--- config.mk ---
export PLATFORM = sky130hd
export DESIGN_NAME = dcache_ctrl
export DESIGN_NICKNAME = d
export VERILOG_FILES = /design/src/source/dcache_pkg.sv /design/src/source/dcache_ctrl.sv
export SDC_FILE = /design/constraint.sdc
export NUM_CORES = 1
export LEC_CHECK = 0
export BUFFER_PORTS_ARGS = -buffer_cell sky130_fd_sc_hd__buf_2
export CORE_AREA = 2 2 304 306
export DETAILED_ROUTE_END_ITERATION = 10
export DIE_AREA = 0 0 306 308
export PLACE_DENSITY_LB_ADDON = 0.12
export SLEW_MARGIN = 20
export SYNTH_ARGS = -nofsm -noshare
export SYNTH_HDL_FRONTEND = slang
export SYNTH_SLANG_ARGS = --single-unit
--- constraint.sdc ---
create_clock -name clk -period 5.15 [get_ports clk]
set_clock_uncertainty 0.15 [all_clocks]
set_input_delay 1.03 -clock clk [delete_from_list [all_inputs] [get_ports clk]]
set_output_delay 1.03 -clock clk [all_outputs]
set_load 0.01 [all_outputs]
--- src/source/dcache_pkg.sv ---
// Data cache shared definitions
package dcache_pkg;

    // ************************************************************************
    // Geometry
    // ************************************************************************
    localparam int ADDR_W   = 64;
    localparam int DATA_W   = 64;
    localparam int STRB_W   = 8;
    localparam int OFFSET_W = 3;
    localparam int INDEX_W  = 6;
    localparam int TAG_W    = ADDR_W - INDEX_W - OFFSET_W; // 55 bits.
    localparam int NUM_SETS = 1 << INDEX_W;
    localparam int NUM_WAYS = 2;
    localparam int BYTE_W   = DATA_W / STRB_W;

    typedef logic [TAG_W-1:0]   tag_t;
    typedef logic [INDEX_W-1:0] index_t;
    typedef logic [DATA_W-1:0]  line_t;
    typedef logic [STRB_W-1:0]  strb_t;
    typedef logic               way_t;

    // Address split, most significant field first.
    typedef struct packed {
        tag_t                tag;
        index_t              index;
        logic [OFFSET_W-1:0] offset;
    } addr_t;

    // ************************************************************************
    // Encodings
    // ************************************************************************
    typedef enum logic {
        OP_READ,
        OP_WRITE
    } cpu_op_e;

    typedef enum logic [1:0] {
        MEM_NONE,
        MEM_WRITEBACK,
        MEM_REFILL
    } mem_cmd_e;

    typedef enum logic [1:0] {
        ST_IDLE,
        ST_LOOKUP,
        ST_WRITEBACK,
        ST_REFILL
    } cache_state_e;

    // ************************************************************************
    // Port bundles
    // ************************************************************************
    typedef struct packed {
        cpu_op_e           op;
        logic [ADDR_W-1:0] addr;
        line_t             wdata;
        strb_t             strb;
    } cpu_req_t;

    typedef struct packed {
        logic  valid; // One-cycle completion strobe.
        line_t rdata;
    } cpu_resp_t;

    typedef struct packed {
        mem_cmd_e          cmd;
        logic [ADDR_W-1:0] addr; // Line address, offset zero.
        line_t             wdata;
    } mem_req_t;

    typedef struct packed {
        logic  ready;
        line_t rdata;
    } mem_resp_t;

endpackage
--- src/source/dcache_ctrl.sv ---
// Data cache controller
`timescale 1ns/1ns

module dcache_ctrl (
    input  logic                                             clk,
    input  logic                                             reset_i,
    // Processor side.
    input  logic                                             cpu_req_valid_i,
    input  dcache_pkg::cpu_req_t                             cpu_req_i,
    output logic                                             cpu_ready_o,
    output dcache_pkg::cpu_resp_t                            cpu_resp_o,
    // Memory side.
    output dcache_pkg::mem_req_t                             mem_req_o,
    input  dcache_pkg::mem_resp_t                            mem_resp_i,
    // Store access.
    output dcache_pkg::index_t                               index_o,
    output logic                                             tag_we_o,
    output dcache_pkg::way_t                                 tag_way_o,
    output dcache_pkg::tag_t                                 tag_wtag_o,
    output logic                                             tag_dirty_o,
    output logic                                             lru_we_o,
    output dcache_pkg::way_t                                 lru_way_o,
    input  dcache_pkg::tag_t [dcache_pkg::NUM_WAYS-1:0]      tag_i,
    input  logic [dcache_pkg::NUM_WAYS-1:0]                  valid_i,
    input  logic [dcache_pkg::NUM_WAYS-1:0]                  dirty_i,
    input  dcache_pkg::way_t                                 lru_i,
    output dcache_pkg::strb_t [dcache_pkg::NUM_WAYS-1:0]     data_be_o,
    output dcache_pkg::line_t                                data_wdata_o,
    input  dcache_pkg::line_t [dcache_pkg::NUM_WAYS-1:0]     data_rdata_i
);

    dcache_pkg::cache_state_e state_q, state_d;
    dcache_pkg::cpu_req_t     req_q;
    dcache_pkg::addr_t        req_addr;
    dcache_pkg::addr_t        in_addr;

    logic [dcache_pkg::NUM_WAYS-1:0] hit_vec;
    logic                            hit;
    logic                            lookup_hit;
    logic                            write_hit;
    logic                            refill_done;
    dcache_pkg::way_t                hit_way;
    dcache_pkg::way_t                victim;
    dcache_pkg::way_t                victim_q;

    assign req_addr = dcache_pkg::addr_t'(req_q.addr);
    assign in_addr  = dcache_pkg::addr_t'(cpu_req_i.addr);

    // ************************************************************************
    // Lookup
    // ************************************************************************
    always_comb begin
        for (int w = 0; w < dcache_pkg::NUM_WAYS; w++)
            hit_vec[w] = valid_i[w] && (tag_i[w] == req_addr.tag);
    end

    assign hit         = |hit_vec;
    assign hit_way     = hit_vec[1];
    assign lookup_hit  = (state_q == dcache_pkg::ST_LOOKUP) && hit;
    assign write_hit   = lookup_hit && (req_q.op == dcache_pkg::OP_WRITE);
    assign refill_done = (state_q == dcache_pkg::ST_REFILL) && mem_resp_i.ready;

    // Prefer an empty way, then the older one.
    assign victim = !valid_i[0] ? 1'b0 :
                    !valid_i[1] ? 1'b1 : lru_i;

    assign index_o = (state_q == dcache_pkg::ST_IDLE) ? in_addr.index : req_addr.index;

    // ************************************************************************
    // State machine
    // ************************************************************************
    always_comb begin
        state_d = state_q;
        unique case (state_q)
            dcache_pkg::ST_IDLE: begin
                if (cpu_req_valid_i)
                    state_d = dcache_pkg::ST_LOOKUP;
            end
            dcache_pkg::ST_LOOKUP: begin
                if (hit)
                    state_d = dcache_pkg::ST_IDLE;
                else if (valid_i[victim] && dirty_i[victim])
                    state_d = dcache_pkg::ST_WRITEBACK;
                else
                    state_d = dcache_pkg::ST_REFILL;
            end
            dcache_pkg::ST_WRITEBACK: begin
                if (mem_resp_i.ready)
                    state_d = dcache_pkg::ST_REFILL;
            end
            dcache_pkg::ST_REFILL: begin
                if (mem_resp_i.ready)
                    state_d = dcache_pkg::ST_LOOKUP; // Replays, now hits.
            end
            default: state_d = dcache_pkg::ST_IDLE;
        endcase
    end

    always_ff @(posedge clk) begin
        if (reset_i) begin
            state_q  <= dcache_pkg::ST_IDLE;
            victim_q <= 1'b0;
        end else begin
            state_q <= state_d;
            if (state_q == dcache_pkg::ST_LOOKUP && !hit)
                victim_q <= victim;
        end
    end

    always_ff @(posedge clk) begin
        if (cpu_req_valid_i && cpu_ready_o)
            req_q <= cpu_req_i;
    end

    // ************************************************************************
    // Store writes and ports
    // ************************************************************************
    always_comb begin
        data_be_o    = '0;
        data_wdata_o = req_q.wdata;
        if (write_hit) begin
            data_be_o[hit_way] = req_q.strb;
        end else if (refill_done) begin
            data_be_o[victim_q] = '1; // Whole line.
            data_wdata_o        = mem_resp_i.rdata;
        end
    end

    assign tag_we_o    = write_hit || refill_done;
    assign tag_way_o   = write_hit ? hit_way : victim_q;
    assign tag_wtag_o  = req_addr.tag;
    assign tag_dirty_o = write_hit;
    assign lru_we_o    = lookup_hit;
    assign lru_way_o   = hit_way;

    assign cpu_ready_o      = (state_q == dcache_pkg::ST_IDLE);
    assign cpu_resp_o.valid = lookup_hit;
    assign cpu_resp_o.rdata = data_rdata_i[hit_way];

    always_comb begin
        dcache_pkg::addr_t line_addr;
        line_addr        = req_addr;
        line_addr.offset = '0;
        mem_req_o.cmd    = dcache_pkg::MEM_NONE;
        mem_req_o.wdata  = '0;
        if (state_q == dcache_pkg::ST_WRITEBACK) begin
            line_addr.tag   = tag_i[victim_q]; // Victim's own line.
            mem_req_o.cmd   = dcache_pkg::MEM_WRITEBACK;
            mem_req_o.wdata = data_rdata_i[victim_q];
        end else if (state_q == dcache_pkg::ST_REFILL) begin
            mem_req_o.cmd = dcache_pkg::MEM_REFILL;
        end
        mem_req_o.addr = line_addr;
    end

    mem_req_stable_a : assert property (@(posedge clk) disable iff (reset_i)
        (mem_req_o.cmd != dcache_pkg::MEM_NONE && !mem_resp_i.ready) |=> $stable(mem_req_o))
        else $error("Memory request changed while waiting for ready.");

endmodule

**Word-level counts from Yosys, hierarchy flattened**

Index checks and enable logic that the tools add are counted.

- Input port bits: 448
- Logic and storage cells: 67
- Bits in read-only memories: 0
- Register bits after elaboration: 140
- Bits in latches: 0
- Memories kept: 0
- RAM bits: 0
- Output and inout bits: 342

- Equal/unequal tests: 8
- Shift-type cells: 0
- Add/sub/neg operators: 0
- Bitwise logic cells: 1
- Divide/modulo/power cells: 0
- Mux-type cells: 32
- Multipliers: 0
- Reductions and logical operators: 15
- Magnitude comparators: 5

Operators by type and width:

| operator | count |
|---|---|
| 64-bit two-way mux | 7 |
| 55-bit two-way mux | 3 |
| 55-bit == test | 2 |
| 16-bit two-way mux | 2 |
| 16-bit bitwise AND | 1 |
| 8-bit demux with 1-bit select | 2 |
| 8-bit two-way mux | 2 |
| 2-bit two-way mux | 6 |
| 1-bit logical AND | 10 |
| 1-bit two-way mux | 8 |
| 2-bit case mux with 4 select lines | 1 |
| 1-bit by 2-bit < comparator with 1-bit output, second input constant | 3 |
| 6-bit two-way mux | 1 |
| 2-bit inequality test, second input constant | 3 |
| 2-bit == test, second input constant | 2 |
| 3-bit AND reduction | 1 |
| 2-bit by 1-bit == test with 1-bit output, second input constant | 1 |
| 1-bit greater-or-equal comparator, second input constant | 2 |
| 2-bit logical NOT | 1 |
| 2-bit OR reduction | 1 |
| 1-bit logical NOT | 1 |
| 1-bit logical OR | 1 |

**Logic depth before layout (Yosys ltp)**

Gate-level depths: netlist of run 1.

- Depth in word-level cells: 8
- Mapped depth: 8
- Gate-level depth less buffers: 7

**Worst setup path before layout of run 1**

No wires, ideal clock.

- Kind: input -> register
- Start point: in cpu_req_valid_i
- End point: reg req_q (netlist bit req_addr[10]) (enable)
- Arrival: 4.081 ns
- Stages: 1
- Data required time: 4.491 ns
- Setup time: 0.509 ns
- Slack: 0.411 ns
- Path buffers: 0
- Cells stage by stage: and2_1

- Longest elaborated chain between the ends: 1

Ends and longest elaborated chain:

| what | line | source |
|---|---|---|
| from (decl) | dcache_ctrl.sv:8 | `input logic cpu_req_valid_i,` |
| 1-bit logical AND | dcache_ctrl.sv:111 | `if (cpu_req_valid_i && cpu_ready_o)` |
| to (signal assigned) | dcache_ctrl.sv:112 | `req_q <= cpu_req_i;` |
| to (decl) | dcache_ctrl.sv:33 | `dcache_pkg::cpu_req_t req_q;` |

Every way passes these cells.
A chain may end at the register's enable or synchronous reset.

**Final worst setup path of run 1**

- Start point: in tag_i[7] (netlist name)
- End point: out data_wdata_o[16]

- Longest elaborated chain between the ends: 6

Ends and longest elaborated chain:

| what | line | source |
|---|---|---|
| from (decl) | dcache_ctrl.sv:23 | `input dcache_pkg::tag_t [dcache_pkg::NUM_WAYS-1:0] tag_i,` |
| 55-bit == test | dcache_ctrl.sv:54 | `hit_vec[w] = valid_i[w] && (tag_i[w] == req_addr.tag);` |
| 1-bit logical AND | dcache_ctrl.sv:54 |  |
| 2-bit OR reduction | dcache_ctrl.sv:57 | `assign hit = \|hit_vec;` |
| 1-bit logical AND | dcache_ctrl.sv:59 | `assign lookup_hit = (state_q == dcache_pkg::ST_LOOKUP) && hit;` |
| 1-bit logical AND | dcache_ctrl.sv:60 | `assign write_hit = lookup_hit && (req_q.op == dcache_pkg::OP_WRITE);` |
| 64-bit two-way mux | dcache_ctrl.sv:121 | `if (write_hit) begin` |
| to (decl) | dcache_ctrl.sv:28 | `output dcache_pkg::line_t data_wdata_o,` |

Every way passes these cells.

==> run summary, run 1 <==
Status - complete, no violations
# Post-CTS Setup Buffers - 0
Initial core utilization - 0.1109
Global placer's final weighted congestion - 0.8199
Hold Path Cell Cnt - 2
Number of flops mapped to enable cells by yosys - 134
Finished Layout Cells - 2821
Drt initial violations - 356
Drc violations - 0
Proportion of layout cells with a drive suffix above 1 - 0.6012
Total track usage - 0.1166
Antenna-violating nets left - 0
TritonCTS clock tree - yes
CP Class - in2out
Core area - 0.09097 mm²
Clock buffer depth - 2
Top FF cell, synth - edfxtp_1
Static leakage - 6.666 nW
Mapped cell area - 0.01008 mm²
DIE AREA - 0.09425 mm²
Max-slew violations - 0
Fin worst setup slack - 245.5 ps
Layout area overhead - 56.04%
Max_cap viols - 0
Required time of the critical path - 3970 ps
Synth Register Bits - 137
Min cycle time layout - 4905 ps
Hold Path Class - reg2reg
Total CTS buffers - 17
Max rail drop VDD - 0.2592 mV
Fin crit share - 0.9523
Arrival @ worst endpoint - 3720 ps
Placed Cells - 2784
TritonRoute pass-1 iters - 5
CP Launch Type - input pin
Clk_lat worst skew - 490 ps
Buffers on Ports - 783
Largest net degree at the start of global routing - 83
Synthesized netlist cell count - 897
Clock Sinks - 137
Critical Path End Type - primary output
Finish-stage setup viols - 0
Max-slew headroom - 0.2871
Measured slew at the worst slew-check pin - 1069 ps
Vias per cell - 3.448
Avg Cell Area, Syn - 11.24 µm²
Dpl hpwl - 49.24 mm
Hold slack final - 497.4 ps
Number of cell rows - 111
CTS clock-pin slew for the worst setup and hold paths - 70 ps
Number of global-route vias before repair - 10.18k
Register area share after synthesis - 0.4050
Synth warnings - 0
Number of top-level pins - 790
Die height - 308 µm
Initial antenna violation count - 18
Cell area power density - 279.4 mW/mm²
Cell variety after synth - 43
Routed WL - 57.43 mm
GRT overflow - 0
First-pass GRT wire length - 76.43 mm
Final TNS setup - 0 ps
Asr flop ratio synth - 0
Fmax - 0.2039 GHz
Routed WL per cell - 20.36 µm
RSZ-0062 raised after global routing - no
Final hold vios - 0
DR vias - 9726
H-tree depth - 4
Nets@finish - 2070
DIE WIDTH - 306 µm
CP Max Fanout - 45
Pre-CTS setup slack - -276.1 ps
Worst r2r path cells - 8
Root buffer cell - clkbuf_16
## placed cells by master, fill, tap and decap left out, types with 3 or more instances in the layout
cell       instances
nand2b_1           7
buf_4             23
a22o_1            16
nand2_1            5
nor4_1             9
inv_6              5
conb_1             3
diode_2            5
o21ai_0            4
inv_1             10
nor2b_1           68
clkbuf_16         17
mux2_2           126
nand3_1            3
buf_12             8
buf_2            783
nor3b_1            3
edfxtp_1         134
mux2_1            10
ha_1               4
mux2i_1          119
inv_8              6
nand4_1           23
a21oi_1           55
xor2_1            13
nor2_1            60
xnor2_1           86
## logic make-up (layout without fill, tap and decap cells)
logic type               count (synthesis)  in the layout  share of synthesized area
flip-flops                             137            137                     0.4050
AND/OR/NAND/NOR                        186            186                     0.1000
XOR/XNOR                               100            100                    0.08685
buffers and inverters                  126            857                    0.07680
multiplexers                           255            255                     0.2700
adder cells (fa/ha/maj)                  5              5                   0.006203
other                                    1              8                  0.0003719
AO/OA/AOI/OAI                           87             87                    0.05484
## power breakdown
group          switching, mW  internal (mW)  leakage [nW]
Clock                  0.608          0.693         0.298
Sequential             0.154           1.42          1.30
Combinational          0.851          0.673          5.07
Total                   1.61           2.78          6.67
## timing repair
action,4_1_cts,5_1_grt
setup endpoints to repair,150,0
hold buffers,0,0
gates resized for setup,3,0
## Yosys cell counts, drive strengths merged (2+ instances only)
library cell	number	share of area
clkbuf	35	0.013
and2	3	0.0019
edfxtp	134	0.40
nor4	9	0.0056
o2111ai	2	0.0017
inv	10	0.0037
nand2	5	0.0019
nor3b	3	0.0022
nand2b	7	0.0043
a21oi	55	0.027
ha	5	0.0062
nor3	3	0.0026
xor2	13	0.011
xnor2	87	0.076
mux2	136	0.15
nor2b	68	0.042
buf	80	0.060
nand3	3	0.0015
nor2	60	0.022
nand4	23	0.014
dfxtp	3	0.0060
o21ai	5	0.0029
a22o	16	0.014
mux2i	119	0.12
## worst paths after layout
path	slack [ps]	end	from
setup reg to reg	2040	victim_q	req_addr[16]
hold reg to reg	500	state_q[0]	state_q[0]
setup / recovery	250	data_wdata_o[16]	tag_i[7]
hold / removal	500	state_q[0]	state_q[0]
## metal layers
| layer | GRT usage | part of all wire | vias to the layer above |
|---|---|---|---|
| li1 | - | - | 4646 |
| met1 | 0.1244 | 0.38 | 4553 |
| met2 | 0.2175 | 0.53 | 466 |
| met3 | 0.03779 | 0.078 | 45 |
| met4 | 0.03380 | 0.017 | 16 |
| met5 | 0 | 0.0018 | - |
## through the flow
stage                     power, mW  cell area (µm²)    util
after floorplan               2.400            10090       -
after global placement        3.179            15110  0.1661
after detailed placement      3.164            15110  0.1661
after CTS                     4.530            15720  0.1728
after global routing          4.665            15730  0.1729
final                         4.396            15740  0.1730
## critical path: stages
cell,delay (ps)
buf_2,120
xnor2_1,380
nand4_1,250
nor4_1,410
buf_4,190
nand4_1,160
o21ai_2,310
a31oi_4,150
buf_12,210
mux2_1,330
buf_2,140
## cell type report
class | count | area (µm²)
antenna | 5 | 12.51
clock buffer | 17 | 425.4
clock inverter | 15 | 171.4
fill | 10287 | 75230
inverter | 11 | 41.29
multi-input combinational | 636 | 5263
sequential | 137 | 4088
tap | 1186 | 1484
timing repair buffer | 814 | 4252
## flip-flops by register name, summed over array words and instances (netlist names)
signal and count:
req_addr 61, state_q 2, victim_q 1, req_q 73
Power figures use the tool's default switching activity.
==> run 2: changes to the inputs <==
- GPL_ROUTABILITY_DRIVEN: unset -> 0
- REMOVE_ABC_BUFFERS: unset -> 1
- SLEW_MARGIN: 20 -> 30
==> run summary, run 2 (synthesis results as in run 1) <==
Most flops, register - req_q
Finished Layout Cells - 2832 (+0.39%)
First-pass GRT wire length - 77.02 mm (+0.78%)
Seq pwr share - 0.355 (-0.003)
Buffers on Ports - 783 (unchanged)
Vias per cell - 3.425 (-0.65%)
Hold slack final - 508.1 ps (+10.67 ps)
Clock Sinks - 137 (unchanged)
Static leakage - 6.688 nW (+0.33%)
Largest register FFs - 73 (unchanged)
Fill cells - 10.29k (+0.049%)
Total CTS buffers - 17 (unchanged)
Fmax - 0.2044 GHz (+0.27%)
Core area - 0.09097 mm² (unchanged)
Clock buffer depth - 2 (unchanged)
DR vias - 9700 (-0.27%)
Clock power frac - 0.289 (-0.007)
Max-slew headroom - 0.4543 (+0.1671)
TritonRoute pass-1 iters - 4 (-1)
Antenna-violating nets left - 0 (unchanged)
DIE AREA - 0.09425 mm² (unchanged)
Final hold vios - 0 (unchanged)
Min cycle time layout - 4891 ps (-13.04 ps)
RSZ-0062 raised after global routing - no
Clk_lat worst skew - 510 ps (+20 ps)
Commonest non-fill, non-tap cells in the layout - 783 x buf_2, 134 x edfxtp_1, 126 x mux2_2
Status - complete, no violations
Nets@finish - 2080 (+0.48%)
Total internal power - 2.769 mW (-0.54%)
H-tree depth - 4 (unchanged)
Measured slew at the worst slew-check pin - 818.6 ps (-250.7 ps)
Die height - 308 µm (unchanged)
Routed WL per cell - 20.57 µm (+1.0%)
Reg2reg setup slack - 2040 ps (about the same)
Number of top-level pins - 790 (unchanged)
CP Max Fanout - 67 (+49%)
Sw Ratio - 0.3671 (+0.0003700)
Max rail drop VDD - 0.2133 mV (-18%)
Max_cap viols - 0 (unchanged)
GRT overflow - 0 (unchanged)
Total track usage - 0.1189 (+0.002311)
Fin crit share - 0.9498 (-0.002531)
Logic pwr share - 0.356 (+0.009)
Number of global-route vias before repair - 10.02k (-1.6%)
Drt initial violations - 323 (-9.3%)
Proportion of layout cells with a drive suffix above 1 - 0.6030 (+0.001822)
Layout area overhead - 56.45%
CP Launch Type - input pin
Routed WL - 58.24 mm (+1.4%)
Number of cell rows - 111 (unchanged)
Root buffer cell - clkbuf_16
Arrival @ worst endpoint - 3710 ps (about the same)
Net Switching - 1.606 mW (-0.38%)
Initial core utilization - 0.1109 (unchanged)
Power, Total - 4.375 mW (-0.48%)
Finish-stage setup viols - 0 (unchanged)
CTS clock-pin slew for the worst setup and hold paths - 70 ps (about the same)
Max-slew violations - 0 (unchanged)
CP max stage cell - mux2_1
Drc violations - 0 (unchanged)
CP Class - in2out
Critical Path End Type - primary output
Pre-CTS setup slack - -119.7 ps (+156.4 ps)
CP cell instances - buf_2, xnor2_1, nand4_1, nor4_2, buf_4, nand4_1, buf_4, o21ai_2, a31oi_4, buf_12, mux2_1, buf_2
CP max stage delay - 430 ps (+20 ps)
Most common cell after layout, fill and taps aside - buf_2
Fin worst setup slack - 258.5 ps (+13.04 ps)
Placed Cells - 2794 (+0.36%)
DIE WIDTH - 306 µm (unchanged)
TritonCTS clock tree - yes
Final TNS setup - 0 ps (unchanged)
Cell area power density - 277.3 mW/mm² (-0.74%)
Required time of the critical path - 3970 ps (about the same)
Largest net degree at the start of global routing - 86 (+3.6%)
Dpl hpwl - 49.72 mm (+0.96%)
Initial antenna violation count - 26 (+8)
Hold Path Class - reg2reg
-- run 2: critical path: cells and delay by family --
family                 cells  cell delay, ps
AO/OA/AOI/OAI              2             290
AND/OR/NAND/NOR            3             750
buffers and inverters      5             810
multiplexers               1             430
XOR/XNOR                   1             260
-- run 2: power groups by stage --
stage	clock network, mW	registers, mW	logic, mW
after global placement	0	1.60	1.60
after floorplan	0	1.62	0.746
after CTS	1.34	1.56	1.62
after global routing	1.36	1.58	1.71
final	1.26	1.56	1.56
after detailed placement	0	1.58	1.62
-- run 2: timing repair --
item | 4_1_cts | 5_1_grt
gates resized for setup | 1 | 2
buffers inserted | 0 | 0
endpoints found under the setup margin | 66 | 7
cloned | 0 | 0
hold buffers | 0 | 0
-- run 2: per-stage QoR --
stage	instance area, µm²	utilization
2_1_floorplan	9359	-
3_3_place_gp	15160	0.1666
3_5_place_dp	15180	0.1668
4_1_cts	15750	0.1731
5_1_grt	15770	0.1733
6_report	15780	0.1734
-- run 2: cell type report --
cell class / instances / area [µm²] / share of cell area
well taps: 1186 / 1484 / 0.09405
clock buffers: 17 / 425.4 / 0.02696
inverters: 11 / 41.29 / 0.002617
diodes: 6 / 15.01 / 0.0009516
repair buffers: 824 / 4314 / 0.2734
multi-input cells: 636 / 5270 / 0.3340
flip-flops and latches: 137 / 4088 / 0.2591
clock inverters: 15 / 140.1 / 0.008882
-- run 2: final timing paths --
kind	to	from	cells after the start
setup / recovery	data_wdata_o[32]	tag_i[48]	12
hold / removal	state_q[0]	state_q[0]	2
setup reg to reg	victim_q	req_addr[57]	10
hold reg to reg	state_q[0]	state_q[0]	2
-- run 2: per-layer routing --
layer	share of wire	GRT usage	wire length, µm	up-vias
met5	0.0020	0	116	-
met1	0.36	0.1188	21030	4481
met2	0.53	0.2266	31050	482
met3	0.088	0.04783	5144	60
met4	0.016	0.03047	906	20
li1	-	-	-	4657
==> run 3: changes to the inputs <==
- MAX_ROUTING_LAYER: unset -> met4
- SLEW_MARGIN: 30 -> unset
==> run summary, run 3 (synthesis results as in run 1) <==
Status - complete, no violations
DIE WIDTH - 306 µm (unchanged)
Initial antenna violation count - 28 (+7.7%)
Die height - 308 µm (unchanged)
PostCTS Resize Cnt - 1 (unchanged)
Routed WL per cell - 20.43 µm (-0.67%)
Hold buffers post-CTS - 0 (unchanged)
Static leakage - 6.679 nW (-0.14%)
Antenna-violating nets left - 0 (unchanged)
Fin crit share - 0.9589 (+0.009102)
GRT overflow - 0 (unchanged)
Util after Layout - 0.1739 (+0.0004540)
CTS clock-pin slew for the worst setup and hold paths - 70 ps (about the same)
Drc violations - 0 (unchanged)
Root buffer cell - clkbuf_16
Min cycle time layout - 4938 ps (+46.88 ps)
Routed WL - 58.12 mm (-0.21%)
Number of top-level pins - 790 (unchanged)
Fmax - 0.2025 GHz (-0.95%)
Placed Cells - 2793 (-0.036%)
Max rail drop VDD - 0.2081 mV (-2.4%)
Storage cell area - 0.004088 mm² (unchanged)
Largest net degree at the start of global routing - 86 (unchanged)
RSZ-0062 raised after global routing - no
Total track usage - 0.1222 (+0.003350)
First-pass GRT wire length - 76.81 mm (-0.28%)
Core area - 0.09097 mm² (unchanged)
CP Max Fanout - 67 (unchanged)
Worst r2r path cells - 10 (unchanged)
Critical Path End Type - primary output
Hold Path Class - reg2reg
CP Launch Type - input pin
DR vias - 9703 (+0.031%)
# Post-CTS Setup Buffers - 0 (unchanged)
Layout area overhead - 56.86%
Cell area power density - 280.7 mW/mm² (+1.2%)
Buffers on Ports - 783 (unchanged)
Reg2Reg Launch Point - req_addr[57]
Dpl hpwl - 49.46 mm (-0.52%)
DIE AREA - 0.09425 mm² (unchanged)
TritonCTS clock tree - yes
Commonest non-fill, non-tap cells in the layout - 783 x buf_2, 134 x edfxtp_1, 126 x mux2_2
Critical path origin - tag_i[100]
Vias per cell - 3.411 (-0.43%)
Final hold vios - 0 (unchanged)
Reg2reg setup slack - 1980 ps (-60 ps)
Finished Layout Cells - 2845 (+0.46%)
Measured slew at the worst slew-check pin - 1002 ps (+183.6 ps)
Max_cap viols - 0 (unchanged)
Total CTS buffers - 17 (unchanged)
Clk_lat worst skew - 490 ps (-20 ps)
Max-slew violations - 0 (unchanged)
Arrival @ worst endpoint - 3760 ps (+50 ps)
Nets@finish - 2079 (-0.048%)
Fill cells - 10.24k (-0.47%)
Finish-stage setup viols - 0 (unchanged)
Power, Total - 4.441 mW (+1.5%)
Largest register FFs - 73 (unchanged)
CP endpoint - data_wdata_o[32]
Max-slew headroom - 0.3318 (-0.1224)
Clock Sinks - 137 (unchanged)
Initial core utilization - 0.1109 (unchanged)
Multi-input gate area - 0.005255 mm² (-0.28%)
Final TNS setup - 0 ps (unchanged)
TritonRoute pass-1 iters - 4 (unchanged)
Number of cell rows - 111 (unchanged)
Clock buffer depth - 2 (unchanged)
Most flops, register - req_q
Proportion of layout cells with a drive suffix above 1 - 0.6028 (about the same)
Drt initial violations - 308 (-4.6%)
Required time of the critical path - 3970 ps (about the same)
FF-to-FF End - victim_q
CP Class - in2out
H-tree depth - 4 (unchanged)
Most common cell after layout, fill and taps aside - buf_2
Number of global-route vias before repair - 10.05k (+0.30%)
==> run 3: cell types whose count changed in the layout (fill, tap and decap cells not counted) <==
cell and delta:
nor4_1 +1, bufinv_16 +1, diode_2 +14, inv_8 +4, clkinv_4 -2, buf_12 -1, clkinv_2 -2, inv_6 -2
nor4_4 -1, clkinv_1 -1, clkinvlp_4 +2
==> run 3: layer usage <==
layer | vias up | track usage | wire (µm)
met1 | 4514 | 0.1189 | 20930
met3 | 29 | 0.04721 | 5217
met2 | 468 | 0.2276 | 31410
li1 | 4692 | - | -
met5 | - | - | 0
met4 | 0 | 0.02807 | 563
==> run 3: area by class of cell <==
class                      count  share of cell area
multi-input combinational    636              0.3322
timing repair buffer         823              0.2715
sequential                   137              0.2584
tap                         1186             0.09381
clock buffer                  17             0.02689
clock inverter                15             0.01147
antenna                       20            0.003164
inverter                      11            0.002610
==> run 3: stage by stage <==
stage | instance area [µm²] | worst slack, ps | hold WS (ps)
after global placement | 15160 | -41.52 | 495.8
after CTS | 15770 | 95.73 | 490.4
final | 15820 | 211.6 | 503.1
after floorplan | 9359 | -1952 | 378.7
after global routing | 15810 | 54.28 | 512.6
after detailed placement | 15160 | -67.20 | 498.9
==> run 3: where the power goes <==
| group | total [mW] | internal (mW) | leakage (nW) | switching, mW |
|---|---|---|---|---|
| sequential | 1.57 | 1.42 | 1.30 | 0.150 |
| combinational | 1.54 | 0.678 | 5.09 | 0.862 |
| clock | 1.33 | 0.732 | 0.286 | 0.600 |
| total | 4.44 | 2.83 | 6.68 | 1.61 |
==> run 3: worst min-delay path by stage <==
| stage | start | end | depth (start not counted) |
|---|---|---|---|
| 2_1_floorplan | state_q[0] | state_q[0] | 2 |
| 3_3_place_gp | state_q[0] | state_q[0] | 2 |
| 3_5_place_dp | state_q[0] | state_q[0] | 2 |
| 4_1_cts | cpu_req_i[43] | req_q[43] | 1 |
| 5_1_grt | cpu_req_i[66] | req_q[66] | 1 |
| 6_report | state_q[0] | state_q[0] | 2 |
==> run 3: worst max-delay path: stages <==
cell	delay [ps]
buf_2	110
xnor2_1	150
buf_4	170
nand4_1	290
nor4_2	430
buf_4	170
nand4_1	110
buf_4	190
o21ai_2	90
a31oi_4	120
buf_12	190
mux2_1	430
buf_2	150
